$ cat src/source/core_config.svh
// =========================================================================
// core width and register-number definitions
//   data and pc width, instruction width, register index width and the
//   link register used by JAL
// =========================================================================
`ifndef CORE_CONFIG_SVH
`define CORE_CONFIG_SVH

// data path and pc share one width
`define CORE_DATA_W 16
`define CORE_INST_W 16

// eight architectural registers
`define CORE_REG_ADDR_W 3

// JAL writes its return address here
`define CORE_LINK_REG 3'd7

`endif

$ cat src/source/isa_pkg.sv
// =========================================================================
// ISA encoding
//   opcode, ALU operation and R-type function enums
//   instruction field layouts for each format
// =========================================================================
`include "core_config.svh"

package isa_pkg;

   // opcode lives in inst[15:11]
   typedef enum logic [4:0] {
      OP_NOP  = 5'b00001,
      OP_JAL  = 5'b00110,
      OP_ADDI = 5'b01000,
      OP_XORI = 5'b01010,
      OP_BEQZ = 5'b01100,
      OP_LBI  = 5'b11000,
      OP_ALU  = 5'b11011
   } opcode_e;

   typedef enum logic [2:0] {
      ALU_ADD,
      ALU_SUB,
      ALU_AND,
      ALU_XOR,
      ALU_PASS_B
   } alu_op_e;

   typedef enum logic [1:0] {
      FN_ADD = 2'b00,
      FN_SUB = 2'b01,
      FN_XOR = 2'b10,
      FN_AND = 2'b11
   } funct_e;

   // R-type: rd <= rs op rt
   typedef struct packed {
      opcode_e                     op;
      logic [`CORE_REG_ADDR_W-1:0] rs;
      logic [`CORE_REG_ADDR_W-1:0] rt;
      logic [`CORE_REG_ADDR_W-1:0] rd;
      funct_e                      funct;
   } r_fmt_t;

   // ADDI and XORI, result goes to rt
   typedef struct packed {
      opcode_e                     op;
      logic [`CORE_REG_ADDR_W-1:0] rs;
      logic [`CORE_REG_ADDR_W-1:0] rt;
      logic [4:0]                  imm5;
   } i5_fmt_t;

   // LBI and BEQZ, rs is both source and target
   typedef struct packed {
      opcode_e                     op;
      logic [`CORE_REG_ADDR_W-1:0] rs;
      logic [7:0]                  imm8;
   } i8_fmt_t;

   typedef struct packed {
      opcode_e     op;
      logic [10:0] imm11;
   } j_fmt_t;

endpackage

$ cat src/source/pipe_pkg.sv
// =========================================================================
// pipeline transport types
//   fetch packet, decode packet, execute packet, redirect and retire
// =========================================================================
`include "core_config.svh"

package pipe_pkg;

   typedef struct packed {
      logic                     valid;
      logic [`CORE_DATA_W-1:0]  pc;
      logic [`CORE_INST_W-1:0]  inst;
   } fetch_packet_t;

   typedef struct packed {
      logic                        valid;
      logic [`CORE_DATA_W-1:0]     pc;
      isa_pkg::alu_op_e            alu_op;
      logic [`CORE_DATA_W-1:0]     operand_a;
      logic [`CORE_DATA_W-1:0]     operand_b;
      logic                        reg_write;
      logic [`CORE_REG_ADDR_W-1:0] dest;
      logic                        is_branch;
      logic                        is_jal;
      logic                        illegal;
      logic [`CORE_DATA_W-1:0]     imm;
   } decode_packet_t;

   typedef struct packed {
      logic                        valid;
      logic [`CORE_DATA_W-1:0]     pc;
      logic                        reg_write;
      logic [`CORE_REG_ADDR_W-1:0] dest;
      logic [`CORE_DATA_W-1:0]     data;
      logic                        illegal;
   } exec_packet_t;

   typedef struct packed {
      logic                    valid;
      logic [`CORE_DATA_W-1:0] target;
   } redirect_t;

   // retire record is the registered execute packet
   typedef exec_packet_t retire_t;

endpackage

$ cat src/source/control_decode.sv
// =========================================================================
// control block
//   opcode and funct to ALU operation, write enable, immediate handling,
//   branch and jump flags and destination field select
//   unknown opcodes are flagged illegal and never write
// =========================================================================
`timescale 1ns/1ps
`include "core_config.svh"

module control_decode (
   input  logic [`CORE_INST_W-1:0] inst,
   output isa_pkg::alu_op_e        alu_op,
   output logic                    reg_write,
   output logic                    imm_signed,
   output logic                    is_branch,
   output logic                    is_jal,
   output logic                    use_imm,
   output logic                    dest_sel,
   output logic                    illegal
);

   isa_pkg::r_fmt_t fmt;

   assign fmt = inst;

   always_comb begin
      alu_op     = isa_pkg::ALU_PASS_B;
      reg_write  = 1'b0;
      imm_signed = 1'b0;
      is_branch  = 1'b0;
      is_jal     = 1'b0;
      use_imm    = 1'b0;
      dest_sel   = 1'b0;
      illegal    = 1'b0;
      case (fmt.op)
         isa_pkg::OP_ALU: begin
            reg_write = 1'b1;
            // rd names the destination
            dest_sel  = 1'b1;
            case (fmt.funct)
               isa_pkg::FN_ADD: alu_op = isa_pkg::ALU_ADD;
               isa_pkg::FN_SUB: alu_op = isa_pkg::ALU_SUB;
               isa_pkg::FN_XOR: alu_op = isa_pkg::ALU_XOR;
               default:         alu_op = isa_pkg::ALU_AND;
            endcase
         end
         isa_pkg::OP_ADDI: begin
            reg_write  = 1'b1;
            use_imm    = 1'b1;
            imm_signed = 1'b1;
            alu_op     = isa_pkg::ALU_ADD;
         end
         isa_pkg::OP_XORI: begin
            reg_write = 1'b1;
            use_imm   = 1'b1;
            alu_op    = isa_pkg::ALU_XOR;
         end
         isa_pkg::OP_LBI: begin
            reg_write  = 1'b1;
            use_imm    = 1'b1;
            imm_signed = 1'b1;
         end
         isa_pkg::OP_BEQZ: begin
            is_branch  = 1'b1;
            imm_signed = 1'b1;
         end
         isa_pkg::OP_JAL: begin
            is_jal     = 1'b1;
            reg_write  = 1'b1;
            imm_signed = 1'b1;
         end
         isa_pkg::OP_NOP: ;
         default: illegal = 1'b1;
      endcase
   end

endmodule

$ cat src/source/decode.sv
// =========================================================================
// decode stage
//   field split, control block, immediate extension, register read,
//   operand select, destination select and hazard stall
// =========================================================================
`timescale 1ns/1ps
`include "core_config.svh"

module decode (
   input  pipe_pkg::fetch_packet_t     fetch,
   input  logic [`CORE_REG_ADDR_W-1:0] exec_dest,
   input  logic                        exec_busy,
   input  logic [`CORE_REG_ADDR_W-1:0] result_dest,
   input  logic                        result_busy,
   output logic [`CORE_REG_ADDR_W-1:0] read_addr_a,
   output logic [`CORE_REG_ADDR_W-1:0] read_addr_b,
   input  logic [`CORE_DATA_W-1:0]     read_data_a,
   input  logic [`CORE_DATA_W-1:0]     read_data_b,
   output logic                        stall,
   output pipe_pkg::decode_packet_t    decoded
);

   isa_pkg::r_fmt_t             r_fmt;
   isa_pkg::i5_fmt_t            i5_fmt;
   isa_pkg::i8_fmt_t            i8_fmt;
   isa_pkg::j_fmt_t             j_fmt;
   isa_pkg::alu_op_e            alu_op;
   logic                        reg_write, imm_signed, is_branch, is_jal;
   logic                        use_imm, dest_sel, illegal;
   logic                        uses_rs, uses_rt, rs_hazard, rt_hazard;
   logic [`CORE_DATA_W-1:0]     imm;
   logic [`CORE_REG_ADDR_W-1:0] dest;

   assign r_fmt  = fetch.inst;
   assign i5_fmt = fetch.inst;
   assign i8_fmt = fetch.inst;
   assign j_fmt  = fetch.inst;

   control_decode ctrl (
      .inst       (fetch.inst),
      .alu_op     (alu_op),
      .reg_write  (reg_write),
      .imm_signed (imm_signed),
      .is_branch  (is_branch),
      .is_jal     (is_jal),
      .use_imm    (use_imm),
      .dest_sel   (dest_sel),
      .illegal    (illegal)
   );

   // immediate width and the sources actually read depend on the format
   always_comb begin
      uses_rs = 1'b0;
      uses_rt = 1'b0;
      imm     = '0;
      case (r_fmt.op)
         isa_pkg::OP_ALU: begin
            uses_rs = 1'b1;
            uses_rt = 1'b1;
         end
         isa_pkg::OP_ADDI, isa_pkg::OP_XORI: begin
            uses_rs = 1'b1;
            imm = {{(`CORE_DATA_W-5){imm_signed & i5_fmt.imm5[4]}}, i5_fmt.imm5};
         end
         isa_pkg::OP_LBI:
            imm = {{(`CORE_DATA_W-8){imm_signed & i8_fmt.imm8[7]}}, i8_fmt.imm8};
         isa_pkg::OP_BEQZ: begin
            uses_rs = 1'b1;
            imm = {{(`CORE_DATA_W-8){imm_signed & i8_fmt.imm8[7]}}, i8_fmt.imm8};
         end
         isa_pkg::OP_JAL:
            imm = {{(`CORE_DATA_W-11){imm_signed & j_fmt.imm11[10]}}, j_fmt.imm11};
         default: ;
      endcase
   end

   always_comb begin
      if (is_jal)
         dest = `CORE_LINK_REG;
      else if (r_fmt.op == isa_pkg::OP_LBI)
         dest = i8_fmt.rs;
      else if (dest_sel)
         dest = r_fmt.rd;
      else
         dest = i5_fmt.rt;
   end

   assign read_addr_a = r_fmt.rs;
   assign read_addr_b = r_fmt.rt;

   // without forwarding a source waits until its producer has left result
   assign rs_hazard = uses_rs && ((exec_busy && exec_dest == r_fmt.rs) ||
                                  (result_busy && result_dest == r_fmt.rs));
   assign rt_hazard = uses_rt && ((exec_busy && exec_dest == r_fmt.rt) ||
                                  (result_busy && result_dest == r_fmt.rt));
   assign stall     = fetch.valid && (rs_hazard || rt_hazard);

   assign decoded.valid     = fetch.valid && !stall;
   assign decoded.pc        = fetch.pc;
   assign decoded.alu_op    = alu_op;
   assign decoded.operand_a = read_data_a;
   assign decoded.operand_b = use_imm ? imm : read_data_b;
   assign decoded.reg_write = reg_write;
   assign decoded.dest      = dest;
   assign decoded.is_branch = is_branch;
   assign decoded.is_jal    = is_jal;
   assign decoded.illegal   = illegal;
   assign decoded.imm       = imm;

endmodule

$ cat src/source/execute.sv
// =========================================================================
// execute stage
//   stage register with squash, ALU, BEQZ zero test, JAL link value,
//   redirect generation and busy report for the hazard check
// =========================================================================
`timescale 1ns/1ps
`include "core_config.svh"

module execute (
   input  logic                        clk,
   input  logic                        rst,
   input  pipe_pkg::decode_packet_t    decoded,
   output pipe_pkg::redirect_t         redirect,
   output pipe_pkg::exec_packet_t      executed,
   output logic [`CORE_REG_ADDR_W-1:0] busy_dest,
   output logic                        busy
);

   pipe_pkg::decode_packet_t stage;
   logic [`CORE_DATA_W-1:0]  alu_result;
   logic [`CORE_DATA_W-1:0]  next_pc;

   // the packet arriving with a redirect came from the wrong path
   always_ff @(posedge clk) begin
      stage <= decoded;
      if (rst || redirect.valid) begin
         stage.valid <= 1'b0;
      end
   end

   always_comb begin
      case (stage.alu_op)
         isa_pkg::ALU_ADD: alu_result = stage.operand_a + stage.operand_b;
         isa_pkg::ALU_SUB: alu_result = stage.operand_a - stage.operand_b;
         isa_pkg::ALU_AND: alu_result = stage.operand_a & stage.operand_b;
         isa_pkg::ALU_XOR: alu_result = stage.operand_a ^ stage.operand_b;
         default:          alu_result = stage.operand_b;
      endcase
   end

   assign next_pc = stage.pc + `CORE_DATA_W'd2;

   // BEQZ tests rs, which sits in operand_a
   assign redirect.valid  = stage.valid &&
                            (stage.is_jal || (stage.is_branch && stage.operand_a == '0));
   assign redirect.target = next_pc + stage.imm;

   assign executed.valid     = stage.valid;
   assign executed.pc        = stage.pc;
   assign executed.reg_write = stage.reg_write;
   assign executed.dest      = stage.dest;
   assign executed.data      = stage.is_jal ? next_pc : alu_result;
   assign executed.illegal   = stage.illegal;

   assign busy_dest = stage.dest;
   assign busy      = stage.valid && stage.reg_write;

   // squash leaves a bubble behind, so a redirect never lasts two cycles
   redirect_one_cycle: assert property (@(posedge clk) disable iff (rst)
      redirect.valid |=> !redirect.valid)
      else $error("redirect held longer than one cycle");

endmodule

$ cat src/source/pipe_core.sv
// =========================================================================
// core top level
//   decode, register file, execute and result stages
// =========================================================================
`timescale 1ns/1ps
`include "core_config.svh"

module pipe_core (
   input  logic                    clk,
   input  logic                    rst,
   input  pipe_pkg::fetch_packet_t fetch,
   output logic                    stall,
   output pipe_pkg::redirect_t     redirect,
   output pipe_pkg::retire_t       retire
);

   pipe_pkg::decode_packet_t    decoded;
   pipe_pkg::exec_packet_t      executed;
   logic [`CORE_REG_ADDR_W-1:0] read_addr_a, read_addr_b;
   logic [`CORE_DATA_W-1:0]     read_data_a, read_data_b;
   logic                        write_en;
   logic [`CORE_REG_ADDR_W-1:0] write_addr;
   logic [`CORE_DATA_W-1:0]     write_data;
   logic [`CORE_REG_ADDR_W-1:0] exec_dest, result_dest;
   logic                        exec_busy, result_busy;

   decode decode_stage (
      .fetch       (fetch),
      .exec_dest   (exec_dest),
      .exec_busy   (exec_busy),
      .result_dest (result_dest),
      .result_busy (result_busy),
      .read_addr_a (read_addr_a),
      .read_addr_b (read_addr_b),
      .read_data_a (read_data_a),
      .read_data_b (read_data_b),
      .stall       (stall),
      .decoded     (decoded)
   );

   reg_file regs (
      .clk         (clk),
      .rst         (rst),
      .read_addr_a (read_addr_a),
      .read_addr_b (read_addr_b),
      .read_data_a (read_data_a),
      .read_data_b (read_data_b),
      .write_en    (write_en),
      .write_addr  (write_addr),
      .write_data  (write_data)
   );

   execute execute_stage (
      .clk       (clk),
      .rst       (rst),
      .decoded   (decoded),
      .redirect  (redirect),
      .executed  (executed),
      .busy_dest (exec_dest),
      .busy      (exec_busy)
   );

   result result_stage (
      .clk        (clk),
      .rst        (rst),
      .executed   (executed),
      .retire     (retire),
      .write_en   (write_en),
      .write_addr (write_addr),
      .write_data (write_data),
      .busy_dest  (result_dest),
      .busy       (result_busy)
   );

endmodule

$ cat src/source/reg_file.sv
// =========================================================================
// register file
//   eight 16-bit registers, two asynchronous read ports,
//   one write port taken at the clock edge
// =========================================================================
`timescale 1ns/1ps
`include "core_config.svh"

module reg_file (
   input  logic                        clk,
   input  logic                        rst,
   input  logic [`CORE_REG_ADDR_W-1:0] read_addr_a,
   input  logic [`CORE_REG_ADDR_W-1:0] read_addr_b,
   output logic [`CORE_DATA_W-1:0]     read_data_a,
   output logic [`CORE_DATA_W-1:0]     read_data_b,
   input  logic                        write_en,
   input  logic [`CORE_REG_ADDR_W-1:0] write_addr,
   input  logic [`CORE_DATA_W-1:0]     write_data
);

   localparam int NUM_REGS = 1 << `CORE_REG_ADDR_W;

   logic [`CORE_DATA_W-1:0] regs [NUM_REGS];

   always_ff @(posedge clk) begin
      if (rst) begin
         for (int i = 0; i < NUM_REGS; i++) begin
            regs[i] <= '0;
         end
      end else if (write_en) begin
         regs[write_addr] <= write_data;
      end
   end

   // no bypass, decode stalls until the write has landed
   assign read_data_a = regs[read_addr_a];
   assign read_data_b = regs[read_addr_b];

   write_addr_known: assert property (@(posedge clk) disable iff (rst)
      write_en |-> !$isunknown(write_addr))
      else $error("register write with unknown address");

endmodule

$ cat src/source/result.sv
// =========================================================================
// result stage
//   retire register, register-file write gating and busy report
// =========================================================================
`timescale 1ns/1ps
`include "core_config.svh"

module result (
   input  logic                        clk,
   input  logic                        rst,
   input  pipe_pkg::exec_packet_t      executed,
   output pipe_pkg::retire_t           retire,
   output logic                        write_en,
   output logic [`CORE_REG_ADDR_W-1:0] write_addr,
   output logic [`CORE_DATA_W-1:0]     write_data,
   output logic [`CORE_REG_ADDR_W-1:0] busy_dest,
   output logic                        busy
);

   always_ff @(posedge clk) begin
      retire <= executed;
      if (rst) begin
         retire.valid <= 1'b0;
      end
   end

   // an illegal instruction retires but never writes
   assign write_en   = retire.valid && retire.reg_write && !retire.illegal;
   assign write_addr = retire.dest;
   assign write_data = retire.data;

   assign busy_dest = retire.dest;
   assign busy      = retire.valid && retire.reg_write;

endmodule

$ cat config.mk
export PLATFORM = sky130hd
export DESIGN_NAME = pipe_core
export DESIGN_NICKNAME = d
export VERILOG_FILES = /design/src/source/isa_pkg.sv /design/src/source/pipe_pkg.sv /design/src/source/control_decode.sv /design/src/source/decode.sv /design/src/source/execute.sv /design/src/source/pipe_core.sv /design/src/source/reg_file.sv /design/src/source/result.sv
export VERILOG_INCLUDE_DIRS = /design/src /design/src/source
export SDC_FILE = /design/constraint.sdc
export NUM_CORES = 1
export LEC_CHECK = 0
export BUFFER_PORTS_ARGS = -buffer_cell sky130_fd_sc_hd__buf_2
export CAP_MARGIN = 25
export CORE_UTILIZATION = 47
export CTS_CLUSTER_SIZE = 24
export DETAILED_ROUTE_END_ITERATION = 12
export PLACE_DENSITY = 0.67
export SLEW_MARGIN = 20
export SYNTH_ARGS = -nofsm -noshare
export SYNTH_HDL_FRONTEND = slang
export SYNTH_SLANG_ARGS = --single-unit
export TNS_END_PERCENT = 50
$ cat constraint.sdc
create_clock -name clk -period 2.83 [get_ports clk]
set_input_delay 0.1415 -clock clk [delete_from_list [all_inputs] [get_ports clk]]
set_output_delay 0.1415 -clock clk [all_outputs]
set_load 0.1 [all_outputs]
# --- Word-level counts from Yosys, hierarchy flattened ---
# Memory sizes are Yosys's and may differ from the RTL's. A register that Yosys moved wholly into a read port is not among the register bits.
# Index checks and enable logic that the tools add are counted.
op_classes:
  n_eq_ne: 16
  n_mux: 24
  n_reduce_logical: 31
  add_sub_neg: 4
  n_bitwise: 5
op_table:
  columns: ["op", "n"]
  rows:
  - ["$pmux 16 s4", 1]
  - ["$mux 16", 3]
  - ["$pmux 16 s3", 1]
  - ["$add 16x16->16", 2]
  - ["$add 16x2->16 const B", 1]
  - ["$and 16x16->16", 1]
  - ["$logic_not 16->1", 1]
  - ["$reduce_or 16->1", 1]
  - ["$sub 16x16->16", 1]
  - ["$xor 16x16->16", 1]
  - ["$eq 5x4->1 const B", 3]
  - ["$mux 1", 14]
  - ["$logic_and 1x1->1", 13]
  - ["$eq 3x3->1", 4]
  - ["$eq 5x5->1 const B", 2]
  - ["$mux 3", 3]
  - ["$pmux 3 s3", 1]
  - ["$reduce_or 4->1", 2]
  - ["$reduce_or 7->1", 1]
  - ["$eq 3x2->1 const B", 2]
  - ["$pmux 2 s3", 1]
  - ["$eq 5x1->1 const B", 1]
  - ["$eq 5x3->1 const B", 1]
  - ["$logic_or 1x1->1", 5]
  - ["other kinds (10)", 14]
totals:
  register_bits: 97
  word_cells: 97
  out_inout_bits: 56
  mem_bits_rw: 128
  n_memories: 1
  in_bits: 35
mem_list:
  columns: ["name", "depth", "width", "read_ports", "rd_clocked_by_memory_dff", "wr", "line", "rtl"]
  rows:
  - ["regs.regs", 8, 16, 2, 1, 8, "reg_file.sv:23", "logic [`CORE_DATA_W-1:0] regs [NUM_REGS];"]

# --- Depth between registers and ports, before layout ---
logic_depth:
  word_depth: 8
  depth_mapped: 14

# --- Modules after synthesis ---
# Synthesis repeated with hierarchy kept, for this count alone.
hier_totals:
  hier_cells: 1196
  area_unflattened_um2: 13797.0
modules_own_cells:
  columns: ["mod", "seq_area_each_um2", "n_inst", "cells_per_inst", "area_each_um2"]
  rows:
  - ["reg_file", 3843.7, 1, 430, 6999.2]
  - ["execute", 1501.4, 1, 502, 4540.6]
  - ["decode", 0.0, 1, 164, 1073.5]
  - ["result", 760.7, 1, 63, 947.2]
  - ["control_decode", 0.0, 1, 37, 236.5]

# --- Worst setup path before layout ---
# Ideal clock, no wire load.
synth_timing:
  path_type: "reg2out"
  start: "reg execute_stage.stage (netlist bit execute_stage.executed[22])"
  end: "out redirect[15] in the netlist's numbering"
  required_ns: 2.689
  path_buffers: 0
  arrival_ns: 3.602
  path_stages_with_launch: 11
  slack_ns: -0.914
  cell_sequence: "dfxtp_1 -> and2_1 -> and4_1 -> xor2_1 -> ha_1 -> nand2_1 -> o21ai_0 -> a21oi_1 -> o311ai_0 -> a31oi_1 -> xnor2_1"
synth_rtl:
  columns: ["element", "line", "rtl"]
  rows:
  - ["from (decl)", "execute.sv:19", "pipe_pkg::decode_packet_t stage;"]
  - ["from (signal assigned)", "execute.sv:25", "stage <= decoded;"]
  - ["to (decl)", "pipe_core.sv:13", "output pipe_pkg::redirect_t redirect,"]

==> results.md <==
* Fmax at 318 MHz
* DRT iter0 DRCs at 591
* Power Total at 10.2 mW
* DR WL met3 at 2.13 mm
* Worst setup slack after layout at -314 ps
* Core Area at 0.0260 mm2
* Worst-Margin Slew at 695 ps
* Hold WC Path Type: input port to flop
* DR WL/cell at 22.5 um
* Leading area contributor after synthesis: edfxtp_1
* Slew headroom at 0.537
* Routability congestion estimate at 0.888
* ANT nets after route at 0
* Final core utilization at 0.612
* Largest net degree at the start of global routing at 33
* DRT Pass-1 Iters at 5
* Sequential area share after synthesis at 0.486
* Die width at 165 um
* Critical-path cell list: and2_4 > buf_6 > nand3_4 > xnor2_4 > ha_4 > a21o_1 > a21oi_2 > o21a_2 > o311ai_4 > a31oi_2 > xnor2_2 > buf_12
* TritonCTS clock tree: built
* Count leader, synth: and2_1
* Buf/Inv on CP at 2
* Top delay family on crit path: compound AO/OA/AOI/OAI gates
* Status: finished with violations
* RSZ-0062 raised after global routing: true
* Vias in the first global route at 9207
* Hold depth at 3
* Syn Std Cell Area at 0.0124 mm2
* Rows at 59
* Largest stage delay, worst path at 370 ps
* Vias at 9080
* Total net switching power at 3.17 mW
* CP Data Required Time at 2690 ps
* Wl on met1 at 14.5 mm
* Number of fill cells in the layout at 1984
* Max H-tree Level at 1
* CP endpoint kind: primary output
* WL met2 at 17.6 mm
* Area Growth Syn to Fin at 28.1%
* Leakage power at 6.53 nW
* Reg-to-reg startpoint: execute_stage.stage[33]
* Async set-or-reset flop fraction in the synthesized netlist at 0
* Layout cell share with drive strength beyond 1 at 0.347
* Die Height at 165 um
* Register-to-Register Path Depth at 12
* Library cells used by synthesis at 66
* Detailed Route WL at 35.4 mm
* DP HPWL at 22.2 mm
* CTS clk-pin slew, worst paths at 50 ps
* Final hold violations at 0
* DRC Markers at 0
* Final min period at 3140 ps
* Post-synth EDFFs at 128
* Top-level port count at 91
* Count of port buffers added during placement at 90
* Sum Neg Setup Slack at -2100 ps
* Crit-path max FO at 3
* Cell-internal power at 7.04 mW
* Dominant synthesized flop cell: edfxtp_1
* Hold Path Origin: fetch[15]
* Setup violators final at 10
* First-pass GRT wire length at 52.5 mm
* Final Max Tran Viols at 0
* Sw Share at 0.310
* CP max stage cell: dfxtp_4
* Largest buffer count on any clock path at 3
* Startpoint Class: flop
* CTS buffer count at 27
* Clk_lat worst skew at 550 ps
* Die area at 0.0271 mm2
* Highest metal used: met4
* Initial antenna violation count at 1
* MaxCap Viol Count at 0
* Initial Util at 0.478
* Crit path DAT at 3000 ps
* Final Cycle Share at 1.11
* Syn Inst Count at 1019
* Seq pwr share at 0.397
* Post-Syn Nets at 1106
* Worst Hold Path EP: execute_stage.stage[56]
* Clock share of power at 0.366
* Total GRT Usage at 0.261
* Yosys reg bits at 237
* Dpl ws at -10.3 ps
* Synth warnings at 0
* Share of the synthesized area in the top cell type at 0.310
* Synth Area per Inst at 12.2 um2
* Clk_skew at 16.1 ps
* Reg2Reg Setup Slack at 30 ps
* R2r endpoint: result_stage.write_data[14]
* Worst setup path category: flop to primary output
* Most instantiated cells after synthesis: and2_1, edfxtp_1, dfxtp_1, mux4_2, a21oi_1
* Nets at 1304
* Max rail drop VDD at 0.591 mV
* Failing checks: setup timing
* Combinational power share at 0.237
* Clock Tree Root: clkbuf_16
* N_diodes at 0
* Cell Pwr Density at 642 mW/mm2
* Vias per std cell at 5.78
* Synth top area cells: edfxtp_1, dfxtp_1, mux4_2
* Clock sinks at 237
* GRT overflow at 0
-- how the worst max path moves through the flow --
stage	startpoint	end	slack [ps]	cells past startpoint
final	execute_stage.executed[22]	redirect[15]	-310	12
after global routing	execute_stage.executed[22]	redirect[15]	-440	12
after CTS	execute_stage.executed[22]	redirect[15]	-300	12
after detailed placement	execute_stage.executed[26]	redirect[13]	-10	11
after global placement	execute_stage.executed[26]	redirect[15]	30	11
after floorplan	execute_stage.executed[22]	redirect[8]	-580	9
-- cells in the final DEF, fill, tap and decap left out, types with 22 or more instances in the layout --
cell type,instances
a21oi_1,43
and2_1,136
buf_2,78
buf_4,94
clkbuf_16,28
dfxtp_1,101
dlygate4sd3_1,30
edfxtp_1,128
ha_1,41
mux2_2,27
mux2i_1,27
mux4_2,64
nand2_1,30
nor2_1,45
xor2_1,22
-- what timing repair did --
action / 4_1_cts / 5_1_grt
gates resized for setup: 50 / 62
setup buffers: 9 / 15
pin swaps: 25 / 31
endpoints found under the hold margin: 38 / 0
hold buffers: 30 / 0
setup endpoints to repair: 13 / 20
-- per-stage QoR --
step | instances | instance area, um2 | hold WS, ps
detailed placement | 1469 | 13900 | 245
global placement | 1469 | 13900 | 246
CTS | 1557 | 15500 | 4.23
global route | 1572 | 15900 | 18.8
finish | 1572 | 15900 | 18.1
floorplan | 1019 | 12500 | 169
-- power groups by stage --
| stage | sequential (mW) | combinational [mW] | clock (mW) |
|---|---|---|---|
| 2_1_floorplan | 4.43 | 1.20 | 0 |
| 3_3_place_gp | 4.10 | 2.19 | 0 |
| 3_5_place_dp | 4.11 | 2.21 | 0 |
| 4_1_cts | 4.04 | 2.31 | 3.78 |
| 5_1_grt | 4.08 | 2.57 | 3.93 |
| 6_report | 4.05 | 2.42 | 3.73 |
-- per-layer routing --
layer  up-vias  GRT usage
met2       360      0.454
met5         -          0
met1      4466      0.333
met4         0     0.0922
li1       4178          -
met3        76     0.0347
-- cell type report --
class / instances / area, um2 / share of cell area
inverters: 21 / 78.8 / 0.00496
flip-flops and latches: 237 / 6040 / 0.380
well taps: 335 / 419 / 0.0264
clock inverters: 11 / 175 / 0.0110
clock buffers: 38 / 787 / 0.0495
multi-input cells: 708 / 6670 / 0.420
repair buffers: 222 / 1720 / 0.108
-- cell families (layout without fill, tap and decap cells) --
family,after synthesis,count (layout),share of synthesized area
buf+inv,74,292,0.0244
simple gates,307,307,0.141
fa+ha+maj,52,52,0.0536
flops,237,237,0.486
compound gates,169,169,0.0887
xor+xnor,62,62,0.0444
mux,118,118,0.162
-- sequential cells by signal, indices dropped and copies added (netlist names) --
signal,flops
regs.regs,128
execute_stage.executed,19
result_stage.busy_dest,3
execute_stage.busy_dest,3
execute_stage.stage,49
result_stage.retire,19
result_stage.write_data,16
-- worst reg2reg max path, cell delays in order, from the launching register on --
cell and delay (ps):
dfxtp_1 310, or4_4 530, nor2_1 130, a21oi_2 80
xnor2_1 120, ha_1 330, buf_4 150, buf_4 150
a221o_1 310, a21o_1 170, a31oi_1 160, xor2_1 150
o22ai_1 80
Power figures use the tool's default switching activity.
